`src/rtl/periph_cfg.svh`:
```
// Port bases, EMS windows and bus widths of the XT peripheral block
// I/O ports compare 16 address bits, memory cycles use all 20
// The EMS slot count must stay a power of two
`ifndef PERIPH_CFG_SVH
`define PERIPH_CFG_SVH

// Bus widths
`define PERIPH_ADDR_W 20
`define PERIPH_DATA_W 8

// Fixed I/O ports
`define PERIPH_EMS_PORT 16'h0260
`define PERIPH_LPT_PORT 16'h0378

// EMS page mapper
`define PERIPH_EMS_SLOTS 4

// Upper address nibble of each 64 KB window
`define PERIPH_EMS_WIN_A 4'b1010
`define PERIPH_EMS_WIN_C 4'b1100
`define PERIPH_EMS_WIN_D 4'b1101

// Parallel data latch after reset
`define PERIPH_LPT_RESET 8'hFF

`endif

```
`src/rtl/periph_pkg.sv`:
```
// Types shared by the peripheral block and its testbench
// All bus strobes are active low, all selects active high
`include "periph_cfg.svh"

package periph_pkg;

    // One ISA-style bus cycle as seen on a clock edge
    typedef struct packed {
        logic [`PERIPH_ADDR_W-1:0] address;
        logic [`PERIPH_DATA_W-1:0] write_data;
        logic                      io_read_n;
        logic                      io_write_n;
        logic                      memory_read_n;
        logic                      memory_write_n;
        logic                      address_enable_n;
    } isa_bus_t;

    typedef struct packed {
        logic dma;
        logic pic;
        logic pit;
        logic ppi;
        logic dma_page;
        logic ems;
        logic lpt;
        logic mem_cycle;
    } chip_sel_t;

    typedef struct packed {
        logic       enable;
        logic [6:0] page;
    } ems_slot_t;

    // Code 3 maps like D000
    typedef enum logic [1:0] {
        EMS_WIN_A000 = 2'd0,
        EMS_WIN_C000 = 2'd1,
        EMS_WIN_D000 = 2'd2
    } ems_window_e;

    typedef enum logic [1:0] {
        SRC_NONE = 2'd0,
        SRC_EMS  = 2'd1,
        SRC_LPT  = 2'd2
    } readback_src_e;

endpackage

```
`src/rtl/io_decoder.sv`:
```
// Combinational port decode of the XT peripheral block
// Group selects use ten address bits, as on the XT board, so they alias
// Fixed ports (EMS, LPT) compare the full 16-bit port address
`timescale 1ns/1ps
`include "periph_cfg.svh"

module io_decoder import periph_pkg::*; (
    input  isa_bus_t  bus_i,
    input  logic      ems_enabled_i,
    output chip_sel_t sel_o
);

    logic io_request;
    logic io_cycle;
    logic low_ports;

    assign io_request = ~bus_i.io_read_n | ~bus_i.io_write_n;
    assign io_cycle   = io_request & ~bus_i.address_enable_n;
    assign low_ports  = bus_i.address[9:8] == 2'b00;

    always_comb begin
        sel_o = '0;

        // 32-port groups in the first 100h ports
        if (io_cycle && low_ports) begin
            case (bus_i.address[7:5])
                3'd0: sel_o.dma      = 1'b1;
                3'd1: sel_o.pic      = 1'b1;
                3'd2: sel_o.pit      = 1'b1;
                3'd3: sel_o.ppi      = 1'b1;
                3'd4: sel_o.dma_page = 1'b1;
                // Groups 5 to 7 belong to other cards
                default: begin
                end
            endcase
        end

        // 260h..263h
        sel_o.ems = io_cycle && ems_enabled_i
                    && ({bus_i.address[15:2], 2'b00} == `PERIPH_EMS_PORT);

        // 378h..37Fh
        sel_o.lpt = io_cycle
                    && ({bus_i.address[15:3], 3'b000} == `PERIPH_LPT_PORT);

        sel_o.mem_cycle = ~bus_i.address_enable_n & ~io_request;
    end

endmodule

```
`src/rtl/ems_map_regs.sv`:
```
// EMS slot registers at 260h..263h
// A write is sampled into a request register and lands in the slot one
// edge later; reads see it from the second edge after sampling
// Data 80h..FEh is ignored and leaves the slot as it was
`timescale 1ns/1ps
`include "periph_cfg.svh"

module ems_map_regs import periph_pkg::*; (
    input  logic                                clock,
    input  logic                                reset,
    input  isa_bus_t                            bus_i,
    input  logic                                ems_sel_i,
    output ems_slot_t [`PERIPH_EMS_SLOTS-1:0]   slots_o,
    output logic [`PERIPH_DATA_W-1:0]           ems_read_data_o
);

    localparam int SLOT_IDX_W = $clog2(`PERIPH_EMS_SLOTS);

    logic                  wr_unmap;
    logic                  wr_data_ok;
    logic                  wr_take;
    logic                  wr_req_valid;
    logic [SLOT_IDX_W-1:0] wr_req_index;
    ems_slot_t             wr_req_slot;
    ems_slot_t             rd_slot;

    assign wr_unmap   = bus_i.write_data == 8'hFF;
    assign wr_data_ok = wr_unmap || !bus_i.write_data[7];
    assign wr_take    = ems_sel_i && !bus_i.io_write_n && wr_data_ok;

    always_ff @(posedge clock or posedge reset) begin
        if (reset) begin
            wr_req_valid <= 1'b0;
        end else begin
            wr_req_valid <= wr_take;
        end
    end

    always_ff @(posedge clock) begin
        if (wr_take) begin
            wr_req_index <= bus_i.address[SLOT_IDX_W-1:0];
            if (wr_unmap) begin
                wr_req_slot <= '{enable: 1'b0, page: 7'h7F};
            end else begin
                wr_req_slot <= '{enable: 1'b1, page: bus_i.write_data[6:0]};
            end
        end
    end

    // Slot update, second stage of the write
    always_ff @(posedge clock or posedge reset) begin
        if (reset) begin
            slots_o <= '0;
        end else if (wr_req_valid) begin
            slots_o[wr_req_index] <= wr_req_slot;
        end
    end

    assign rd_slot = slots_o[bus_i.address[SLOT_IDX_W-1:0]];

    // Unmapped slots read back as FFh
    assign ems_read_data_o = rd_slot.enable ? {1'b0, rd_slot.page} : 8'hFF;

    // A strobe held over several edges must keep its slot address
    a_index_stable: assert property (
        @(posedge clock) disable iff (reset)
        (wr_req_valid && $past(wr_req_valid)) |-> $stable(wr_req_index)
    );

endmodule

```
`src/rtl/ems_window.sv`:
```
// Bank selects for the four 16 KB EMS slots
// Only memory cycles hit; the window base comes from the window setting
`timescale 1ns/1ps
`include "periph_cfg.svh"

module ems_window import periph_pkg::*; (
    input  isa_bus_t                           bus_i,
    input  logic                               mem_cycle_i,
    input  ems_window_e                        window_i,
    input  ems_slot_t [`PERIPH_EMS_SLOTS-1:0]  slots_i,
    output logic [`PERIPH_EMS_SLOTS-1:0]       ems_bank_o
);

    localparam int SLOT_IDX_W = $clog2(`PERIPH_EMS_SLOTS);

    logic [3:0]            win_nibble;
    logic [SLOT_IDX_W+3:0] addr_top;

    assign addr_top = bus_i.address[`PERIPH_ADDR_W-1 -: SLOT_IDX_W + 4];

    always_comb begin
        case (window_i)
            EMS_WIN_A000: win_nibble = `PERIPH_EMS_WIN_A;
            EMS_WIN_C000: win_nibble = `PERIPH_EMS_WIN_C;
            default:      win_nibble = `PERIPH_EMS_WIN_D;
        endcase
    end

    // Slot k covers base + k * 16 KB
    always_comb begin
        for (int k = 0; k < `PERIPH_EMS_SLOTS; k++) begin
            ems_bank_o[k] = mem_cycle_i && slots_i[k].enable
                            && (addr_top == {win_nibble, SLOT_IDX_W'(k)});
        end
    end

endmodule

```
`src/rtl/io_readback.sv`:
```
// Parallel data latch and registered read-back for the EMS and LPT ports
// Read data shows one clock after the edge that sampled io_read_n low
// Outputs return to zero whenever no source is read
`timescale 1ns/1ps
`include "periph_cfg.svh"

module io_readback import periph_pkg::*; (
    input  logic                      clock,
    input  logic                      reset,
    input  isa_bus_t                  bus_i,
    input  chip_sel_t                 sel_i,
    input  logic [`PERIPH_DATA_W-1:0] ems_read_data_i,
    output logic [`PERIPH_DATA_W-1:0] data_bus_out_o,
    output logic                      data_bus_out_from_chipset_o
);

    logic [`PERIPH_DATA_W-1:0] lpt_data;
    readback_src_e             src;

    always_ff @(posedge clock or posedge reset) begin
        if (reset) begin
            lpt_data <= `PERIPH_LPT_RESET;
        end else if (sel_i.lpt && !bus_i.io_write_n) begin
            lpt_data <= bus_i.write_data;
        end
    end

    // EMS wins over LPT
    always_comb begin
        if (bus_i.io_read_n) begin
            src = SRC_NONE;
        end else if (sel_i.ems) begin
            src = SRC_EMS;
        end else if (sel_i.lpt) begin
            src = SRC_LPT;
        end else begin
            src = SRC_NONE;
        end
    end

    always_ff @(posedge clock or posedge reset) begin
        if (reset) begin
            data_bus_out_from_chipset_o <= 1'b0;
            data_bus_out_o              <= '0;
        end else begin
            data_bus_out_from_chipset_o <= src != SRC_NONE;
            case (src)
                SRC_EMS: data_bus_out_o <= ems_read_data_i;
                SRC_LPT: data_bus_out_o <= lpt_data;
                default: data_bus_out_o <= '0;
            endcase
        end
    end

    // The bus never strobes an I/O read and write together
    a_one_strobe: assert property (
        @(posedge clock) disable iff (reset)
        !(!bus_i.io_read_n && !bus_i.io_write_n)
    );

endmodule

```
`src/rtl/periph_top.sv`:
```
// XT peripheral block, I/O and memory side only
// Every input is sampled on the rising clock; the bus has no wait states
// Selects and bank outputs are combinational, read data is registered
`timescale 1ns/1ps
`include "periph_cfg.svh"

module periph_top import periph_pkg::*; (
    input  logic                         clock,
    input  logic                         reset,
    input  isa_bus_t                     bus_i,
    input  logic                         ems_enabled_i,
    input  ems_window_e                  ems_window_i,
    output chip_sel_t                    chip_select_o,
    output logic [`PERIPH_EMS_SLOTS-1:0] ems_bank_o,
    output logic [`PERIPH_DATA_W-1:0]    data_bus_out_o,
    output logic                         data_bus_out_from_chipset_o
);

    chip_sel_t                          sel;
    ems_slot_t [`PERIPH_EMS_SLOTS-1:0]  slots;
    logic [`PERIPH_DATA_W-1:0]          ems_read_data;

    io_decoder u_io_decoder (
        .bus_i         (bus_i),
        .ems_enabled_i (ems_enabled_i),
        .sel_o         (sel)
    );

    ems_map_regs u_ems_map_regs (
        .clock           (clock),
        .reset           (reset),
        .bus_i           (bus_i),
        .ems_sel_i       (sel.ems),
        .slots_o         (slots),
        .ems_read_data_o (ems_read_data)
    );

    ems_window u_ems_window (
        .bus_i       (bus_i),
        .mem_cycle_i (sel.mem_cycle),
        .window_i    (ems_window_i),
        .slots_i     (slots),
        .ems_bank_o  (ems_bank_o)
    );

    io_readback u_io_readback (
        .clock                       (clock),
        .reset                       (reset),
        .bus_i                       (bus_i),
        .sel_i                       (sel),
        .ems_read_data_i             (ems_read_data),
        .data_bus_out_o              (data_bus_out_o),
        .data_bus_out_from_chipset_o (data_bus_out_from_chipset_o)
    );

    assign chip_select_o = sel;

endmodule

```
`config.mk`:
```
export PLATFORM = sky130hd
export DESIGN_NAME = periph_top
export DESIGN_NICKNAME = d
export VERILOG_FILES = /design/src/rtl/periph_pkg.sv /design/src/rtl/io_decoder.sv /design/src/rtl/ems_map_regs.sv /design/src/rtl/ems_window.sv /design/src/rtl/io_readback.sv /design/src/rtl/periph_top.sv
export VERILOG_INCLUDE_DIRS = /design/src /design/src/rtl
export SDC_FILE = /design/constraint.sdc
export NUM_CORES = 1
export LEC_CHECK = 0
export BUFFER_PORTS_ARGS = -buffer_cell sky130_fd_sc_hd__buf_2
export CORE_MARGIN = 2
export CORE_UTILIZATION = 28
export DETAILED_ROUTE_END_ITERATION = 10
export GPL_ROUTABILITY_DRIVEN = 0
export PLACE_DENSITY_LB_ADDON = 0.05
export SLEW_MARGIN = 20
export SYNTH_ARGS = -nofsm -noshare
export SYNTH_HDL_FRONTEND = slang
export SYNTH_SLANG_ARGS = --single-unit
```
`constraint.sdc`:
```
create_clock -name clock -period 2.1 [get_ports clock]
set_clock_uncertainty 0.15 [all_clocks]
set_input_delay 0.105 -clock clock [delete_from_list [all_inputs] [get_ports clock]]
set_output_delay 0.105 -clock clock [all_outputs]
set_load 0.01 [all_outputs]
```
==> Yosys cells after proc, flatten, opt, wreduce, memory -nomap -nowiden <==
Cells that the tools add are included.
{ "word_totals": {"ram_bits": 0, "ff_bits": 60, "n_memories": 0, "output_inout_bits": 21, "in_bits": 38, "rom_bits": 0, "latch_bits": 0, "elab_cells": 80} }
{ "op_classes": {"n_div": 0, "n_mux": 18, "magnitude_cmp": 3, "n_eq_ne": 14, "n_addsub": 0, "mul": 0, "reduce_logical": 23, "n_bitwise": 7, "shift": 0} }
{ "op_table": {"columns": ["operator", "count"], "rows": [
  ["bitwise mux 32 bit", 1],
  ["2-to-1 mux 8 bit", 4],
  ["== test 6 bit", 4],
  ["binary-select mux 8 bit (select 2 bit)", 1],
  ["demux 8 bit (select 2 bit)", 1],
  ["logical AND 1 bit", 16],
  ["case mux 8 bit (2 select lines)", 1],
  ["== test 14 x 8 -> 1 bit, second input constant", 1],
  ["== test 13 x 7 -> 1 bit, second input constant", 1],
  ["== test 8 bit, second input constant", 1],
  ["== test 3 x 2 -> 1 bit, second input constant", 2],
  ["less-than comparator 2 x 3 -> 1 bit, second input constant", 2],
  ["2-to-1 mux 2 bit", 3],
  ["case mux 3 bit (2 select lines)", 1],
  ["2-to-1 mux 1 bit", 5],
  ["2-to-1 mux 5 bit", 1],
  ["== test 2 x 1 -> 1 bit, second input constant", 2],
  ["logical NOT 2 bit", 2],
  ["inverter 1 bit", 4],
  ["== test 3 x 1 -> 1 bit, second input constant", 1],
  ["== test 3 bit, second input constant", 1],
  ["logical NOT 3 bit", 1],
  ["bitwise AND 1 bit", 2],
  ["== test 2 bit, second input constant", 1],
  ["5 further kinds", 6]
]} }

==> Longest topological paths before layout <==
Gate-level depths: netlist (run 1).
{ "depth": {"ltp_word": 9, "mapped_depth": 5, "depth_no_buf": 4} }

==> By module <==
Synthesis (run 1) repeated with hierarchy kept, for this count alone.
{ "unflattened": {"hier_cells": 187, "hier_area_um2": 2786.4} }
{ "by_module_without_submodules": {"columns": ["module", "n_inst", "seq_area_each_um2", "area_each_um2", "cells_each"], "rows": [
  ["ems_map_regs", 1, 1126.1, 1844.3, 111],
  ["io_readback", 1, 435.4, 708.2, 43],
  ["io_decoder", 1, 0.0, 122.6, 19],
  ["ems_window", 1, 0.0, 111.4, 14]
]} }

==> Worst setup path after synthesis (run 1) <==
OpenSTA, ideal clock, no wires.
{ "synth_path": {"path_kind": "input-to-reg", "from": "input bus_i[26] in the netlist's numbering", "to": "register u_ems_map_regs.wr_req_index[0] (enable)", "required_time_ns": 1.555, "stages": 4, "arrival_time_ns": 1.827, "setup_time_ns": 0.395, "slack_ns": -0.273, "path_cell_list": "nor4_4 -> nand2_2 -> or3_2 -> a211oi_1"} }
{ "synth_via": {"elab_chain_len": 4} }
{ "synth_rtl": {"columns": ["element", "line", "source"], "rows": [
  ["start, declared", "periph_top.sv:10", "input isa_bus_t bus_i,"],
  ["== test 14 x 8 -> 1 bit (no line)", null, null],
  ["logical AND 1 bit", "io_decoder.sv:39", "sel_o.ems = io_cycle && ems_enabled_i"],
  ["logical AND 1 bit (2 in a row)", "ems_map_regs.sv:29", "assign wr_take = ems_sel_i && !bus_i.io_write_n && wr_data_ok;"],
  ["net u_ems_map_regs.wr_take", "ems_map_regs.sv:21", "logic wr_take;"],
  ["end signal, assigned", "ems_map_regs.sv:41", "wr_req_index <= bus_i.address[SLOT_IDX_W-1:0];"],
  ["end, declared", "ems_map_regs.sv:23", "logic [SLOT_IDX_W-1:0] wr_req_index;"]
]} }
The timed path passes the listed nets, and every way through them passes these cells.
A chain may end at the register's enable or synchronous reset.

==> Worst setup path after layout (run 1) <==
{ "layout_path": {"from": "input bus_i[8] in the netlist's numbering", "to": "register u_ems_map_regs.wr_req_slot[3] in the netlist's numbering (enable)"} }
{ "layout_via": {"elab_chain_len": 3} }
{ "layout_rtl": {"columns": ["element", "line", "source"], "rows": [
  ["== test 8 bit", "ems_map_regs.sv:27", "assign wr_unmap = bus_i.write_data == 8'hFF;"],
  ["logical OR 1 bit", "ems_map_regs.sv:28", "assign wr_data_ok = wr_unmap || !bus_i.write_data[7];"],
  ["logical AND 1 bit", "ems_map_regs.sv:29", null],
  ["net u_ems_map_regs.wr_take", "ems_map_regs.sv:21", null],
  ["end signal, assigned", "ems_map_regs.sv:43", "wr_req_slot <= '{enable: 1'b0, page: 7'h7F};"],
  ["end signal, assigned", "ems_map_regs.sv:45", "wr_req_slot <= '{enable: 1'b1, page: bus_i.write_data[6:0]};"],
  ["end, declared", "ems_map_regs.sv:24", "ems_slot_t wr_req_slot;"]
]} }
The timed path passes the listed nets, and every way through them passes these cells.

==> flow_summary.ini, run 1 <==
[drt]
route.detailed.drc = 0
wl_per_cell_um = 17.3
wl_um = 6840
first_pass_iters = 4
drt_iter0_drc = 47
vias_per_cell = 4.63
num_vias = 1832
postRouteAntennaNets = 0

[global_route]
grt_max_degree = 51
grt.overflow.total = 0
first_global_vias = 1778
antenna_found_initial = 0
grt_pass1_wl_um = 10300
grt_usage_pct = 13.8

[synth]
synth_cell_type_count = 39
synthCells = 185
netlist.area_leader.share_pct = 38.7
netlist.top_cell.by_area = dfrtp_1
yosys_warnings = 0
ys.flop_type = dfrtp_1
synthTopCellsByArea = dfrtp_1 (39%), mux2_2 (17%), edfxtp_1 (11%)
yosysSeqAreaShare_pct = 57.5
netlist_area_um2 = 2720
synth-seq-cells = 60
syn_nets = 223
synth_edf_count = 10
async_reset_ff_share_pct = 83.3
syn_area_per_cell_um2 = 14.7

[timing]
finalSetupViolCount = 0
rsz0062_at_grt = false
fmax_mhz = 557
fin_crit_sh_pct = 85.5
worst_pin_slew_ns = 0.686
slew_headroom_pct = 53.1
hold_viol = 0
setup_tns_ns = 0
min_period_ns = 1.80
maxSlewViolCount = 0

[power_and_ir_drop]
cellLeakagePower_uw = 0.00168
report.power.total_uw = 2480
peakVddDrop_uv = 272
powerDensity_nw_per_um2 = 706

[floorplan]
num_rows = 35
io_pins = 59
core_um2 = 9330
dieArea_um2 = 10500
die_y_um = 102
dieWidth_um = 102
start_util_pct = 29.1

[layout]
area_delta_synth_final_pct = 29.4
fin_nets = 300
final_cell_mix = buf_2 (56), dfrtp_1 (42), mux2_2 (41)
layout_commonest_cell = buf_2
antennaDiodeCount = 0
layout-drive-gt1-share_pct = 58.1

[cts]
post_cts_buffers = 0
worstSkewPairLatency_ns = 0.34
cts_hold_buf = 10
cts_inserted_buffers = 9
clk_pin_slew_ns = 0.08
cts.sink_count = 60
h-tree-depth = 3
cts-root-buf = clkbuf_8
cts_tree = done
ctsLongestPathBuffers = 2
cts.repair.resized = 0

[worst_setup_path]
cp.arrival_ns = 1.68
path_class = primary input to flip-flop
cp_data_required_time_ns = 1.99
cp_max_fo = 11
worstSetupStartpointType = primary input
crit_path_end_kind = flip-flop

[job]
max-cap-violations = 0

[run_status]
status = finished, final reports clean

[min_path]
hp-class = primary input to flip-flop

[place]
dp_hpwl_um = 4770
io_buffers = 56
## stage by stage
step                      std cells  setup WS (ns)  instance area (µm²)  hold slack [ns]  utilization, %
final                           396          0.304                 3510           0.0405            37.7
after global routing            396          0.106                 3510           0.0526            37.7
after floorplan                 185         0.0794                 2720           0.0539               -
after CTS                       396          0.297                 3510           0.0269            37.7
after global placement          370          0.110                 3190            0.180            34.2
after detailed placement        370         0.0965                 3190            0.179            34.2
## cell type report
| type | count | area, µm² |
|---|---|---|
| clock buffer | 9 | 124 |
| multi-input combinational | 111 | 1090 |
| clock inverter | 7 | 100 |
| sequential | 60 | 1560 |
| fill | 924 | 5810 |
| inverter | 2 | 7.51 |
| tap | 129 | 161 |
| timing repair buffer | 78 | 470 |
## sequential cells by signal, summed over array words and instances (netlist names)
| name | flops |
|---|---|
| u_ems_map_regs.wr_req_slot | 8 |
| u_io_readback.lpt_data | 8 |
| u_io_readback.data_bus_out_from_chipset_o | 1 |
| u_io_readback.data_bus_out_o | 8 |
| u_ems_map_regs.wr_req_index | 2 |
| u_ems_map_regs.slots_o | 32 |
| u_ems_map_regs.wr_req_valid | 1 |
## logic make-up after synthesis
kind of cell | after synthesis | synth area share (%)
DFF | 60 | 57.5
muxes | 50 | 23.5
and+or+nand+nor | 46 | 12.0
AOI/OAI and AO/OA | 15 | 4.38
buffers and inverters | 14 | 2.58
## Yosys cell counts (3+ instances only)
| cell type | n |
|---|---|
| mux4_2 | 7 |
| edfxtp_1 | 10 |
| o2bb2ai_1 | 8 |
| nand3b_1 | 3 |
| dfrtp_1 | 42 |
| dfstp_2 | 8 |
| and3_1 | 3 |
| nand4_1 | 4 |
| mux2_2 | 41 |
| clkbuf_1 | 7 |
| nor2_1 | 11 |
## worst paths after layout
| check | start | end | slack, ns | cells past startpoint |
|---|---|---|---|---|
| worst max-delay path | bus_i[8] | u_ems_map_regs.wr_req_slot[3]$_SDFFCE_PP1P_ | 0.30 | 6 |
| worst min register to register | u_ems_map_regs.slots_o[6]$_DFFE_PP0P_ | u_ems_map_regs.slots_o[6]$_DFFE_PP0P_ | 0.35 | 1 |
| worst max register to register | u_ems_map_regs.wr_req_index[1]$_DFFE_PP_ | u_ems_map_regs.slots_o[30]$_DFFE_PP0P_ | 0.55 | 2 |
| worst min-delay path | bus_i[24] | u_io_readback.data_bus_out_from_chipset_o$_DFF_PP0_ | 0.04 | 4 |
| max in group asynchronous | reset | u_ems_map_regs.slots_o[18]$_DFFE_PP0P_ | 1.01 | 4 |
| min in group asynchronous | reset | u_io_readback.data_bus_out_o[4]$_DFF_PP0_ | 0.33 | 4 |
## report_power, final
part           internal (µW)  total (µW)  switching [µW]
Sequential              1180        1180           0.105
Combinational           54.8         125            69.9
Clock                    676        1170             498
Total                   1910        2480             568
## critical path, cell delays in order
cell           delay [ns]
dlygate4sd3_1        0.52
buf_2                0.15
nand4_1              0.14
or2_2                0.32
a211oi_2             0.21
buf_4                0.24
## routing by layer
layer	share of wire, %	track usage [%]	up-vias
met1	46	18.7	927
met4	0.95	4.00	0
met3	4.4	3.86	9
met5	0	0	-
met2	49	21.5	36
li1	-	-	860
(Power assumes the default switching activity.)
==> run 2, diff against run 1 <==
--- a/config.mk
+++ b/config.mk
@@ -8,10 +8,11 @@
 export LEC_CHECK = 0
 export BUFFER_PORTS_ARGS = -buffer_cell sky130_fd_sc_hd__buf_2
 export CORE_MARGIN = 2
-export CORE_UTILIZATION = 28
+export CORE_UTILIZATION = 30
 export DETAILED_ROUTE_END_ITERATION = 10
 export GPL_ROUTABILITY_DRIVEN = 0
 export PLACE_DENSITY_LB_ADDON = 0.05
+export SKIP_LAST_GASP = 1
 export SLEW_MARGIN = 20
 export SYNTH_ARGS = -nofsm -noshare
 export SYNTH_HDL_FRONTEND = slang
==> run 2 against run 1 <==
Against the previous run: register-to-register slack improved by 0.02 ns; worst hold slack got worse by 0.019 ns; clock power fell by 19%; maximum frequency rose by 0.48%; sequential cell count did not move; critical path depth did not move; wire length fell by 8.8%; critical endpoint is now u_ems_map_regs.wr_req_slot[7]$_DFFE_PP_.
==> flow_summary.ini, run 2 (synthesis gave the netlist of run 1 again) <==
[run_status]
status = finished, final reports clean

[place]
placed_area_um2 = 3160
dp_hpwl_um = 4390
io_buffers = 56
dp.cells = 347
pre_cts_slack_ns = 0.0830

[cts]
ctsLongestPathBuffers = 2
cts.sink_count = 60
worstSkewPairLatency_ns = 0.33
h-tree-depth = 3
clk_pin_slew_ns = 0.06
cts_inserted_buffers = 9
cts-root-buf = clkbuf_8
post_cts_buffers = 0
cts_tree = done

[layout]
regArea_um2 = 1560
fin_nets = 298
top_register = u_ems_map_regs.slots_o
final_cell_mix = buf_2 (56), dfrtp_1 (42), mux2_2 (41)
finalInstanceArea_um2 = 3440
largest_reg_flops = 32
area_delta_synth_final_pct = 26.8
multi_input_area_um2 = 1090
layout_commonest_cell = buf_2
antennaDiodeCount = 0
layout-drive-gt1-share_pct = 56.6
fillers = 857
stdcell_count = 373

[power_and_ir_drop]
seqPwrFrac_pct = 52.5
power_frac_comb_pct = 5.5
powerDensity_nw_per_um2 = 655
cellLeakagePower_uw = 0.00165
switching_power_uw = 490
clockPowerShare_pct = 42.0
peakVddDrop_uv = 258
switching_share_pct = 21.7
power.internal_uw = 1770

[floorplan]
num_rows = 34
dieArea_um2 = 9830
core_um2 = 8760
start_util_pct = 31.0
dieWidth_um = 99.2
die_y_um = 99.2
io_pins = 59

[global_route]
grt_pass1_wl_um = 9810
grt_max_degree = 51
grt.overflow.total = 0
first_global_vias = 1903
antenna_found_initial = 0
grt_usage_pct = 13.4

[timing]
fin_ws_ns = 0.312
setup_tns_ns = 0
hold_viol = 0
whs_ns = 0.0210
min_period_ns = 1.79
fmax_mhz = 559
maxSlewViolCount = 0
finalSetupViolCount = 0
fin_crit_sh_pct = 85.1
worst_pin_slew_ns = 0.610
rsz0062_at_grt = false
slew_headroom_pct = 58.3

[worst_setup_path]
cp_max_fo = 11
cp_data_required_time_ns = 1.98
path_class = primary input to flip-flop
crit_path_end_kind = flip-flop
worstSetupStartpointType = primary input
cp.arrival_ns = 1.67

[drt]
drt_iter0_drc = 46
vias_per_cell = 4.83
wl_per_cell_um = 16.7
first_pass_iters = 4
num_vias = 1802
route.detailed.drc = 0
wl_um = 6240
postRouteAntennaNets = 0

[job]
max-cap-violations = 0

[min_path]
hp-class = primary input to flip-flop
run 2: layer usage:
metal / vias up / GRT usage, % / part of all wire (%)
met1: 861 / 18.4 / 49
li1: 857 / - / -
met2: 75 / 20.0 / 44
met5: - / 0 / 0
met4: 0 / 6.32 / 1.7
met3: 9 / 3.44 / 5.2
run 2: power groups by stage:
stage,Sequential [µW],Clock (µW),Combinational [µW]
floorplan,1210,0,47.1
global placement,1210,0,113
detailed placement,1210,0,114
CTS,1180,980,128
global route,1180,1030,138
finish,1180,947,124
run 2: worst max-delay path, cell delays in order:
cell	delay, ns
dlygate4sd3_1	0.53
buf_2	0.13
nand4_1	0.14
or2_2	0.32
a211oi_2	0.21
buf_4	0.23
run 2: timing repair:
action	CTS	global route
endpoints found under the hold margin	66	0
hold buffers	10	0
setup endpoints to repair	0	0
resized for setup	0	0
run 2: layout make-up:
class                   instances  area share [%]
clock buffers                  15            5.12
clock inverters                 1           0.145
inverters                       2           0.218
multi-input cells             111            31.6
flip-flops and latches         60            45.3
well taps                     108            3.92
repair buffers                 76            13.6
run 2: stage by stage:
step / power [µW] / utilization, %
after detailed placement: 1320 / 36.1
after global routing: 2350 / 39.3
after floorplan: 1250 / -
after CTS: 2290 / 39.3
final: 2260 / 39.3
after global placement: 1320 / 36.1
run 2: final timing paths:
check | slack [ns] | end | start | depth (start not counted)
min in group asynchronous | 0.20 | u_io_readback.data_bus_out_o[6]$_DFF_PP0_ | reset | 4
setup / recovery | 0.31 | u_ems_map_regs.wr_req_slot[7]$_DFFE_PP_ | bus_i[7] | 6
hold / removal | 0.02 | u_io_readback.data_bus_out_from_chipset_o$_DFF_PP0_ | bus_i[24] | 4
setup reg to reg | 0.57 | u_ems_map_regs.slots_o[24]$_DFFE_PP0P_ | u_ems_map_regs.wr_req_index[1]$_DFFE_PP_ | 2
hold reg to reg | 0.35 | u_ems_map_regs.slots_o[18]$_DFFE_PP0P_ | u_ems_map_regs.slots_o[18]$_DFFE_PP0P_ | 1
max in group asynchronous | 1.30 | u_io_readback.lpt_data[1]$_DFFE_PP1P_ | reset | 4
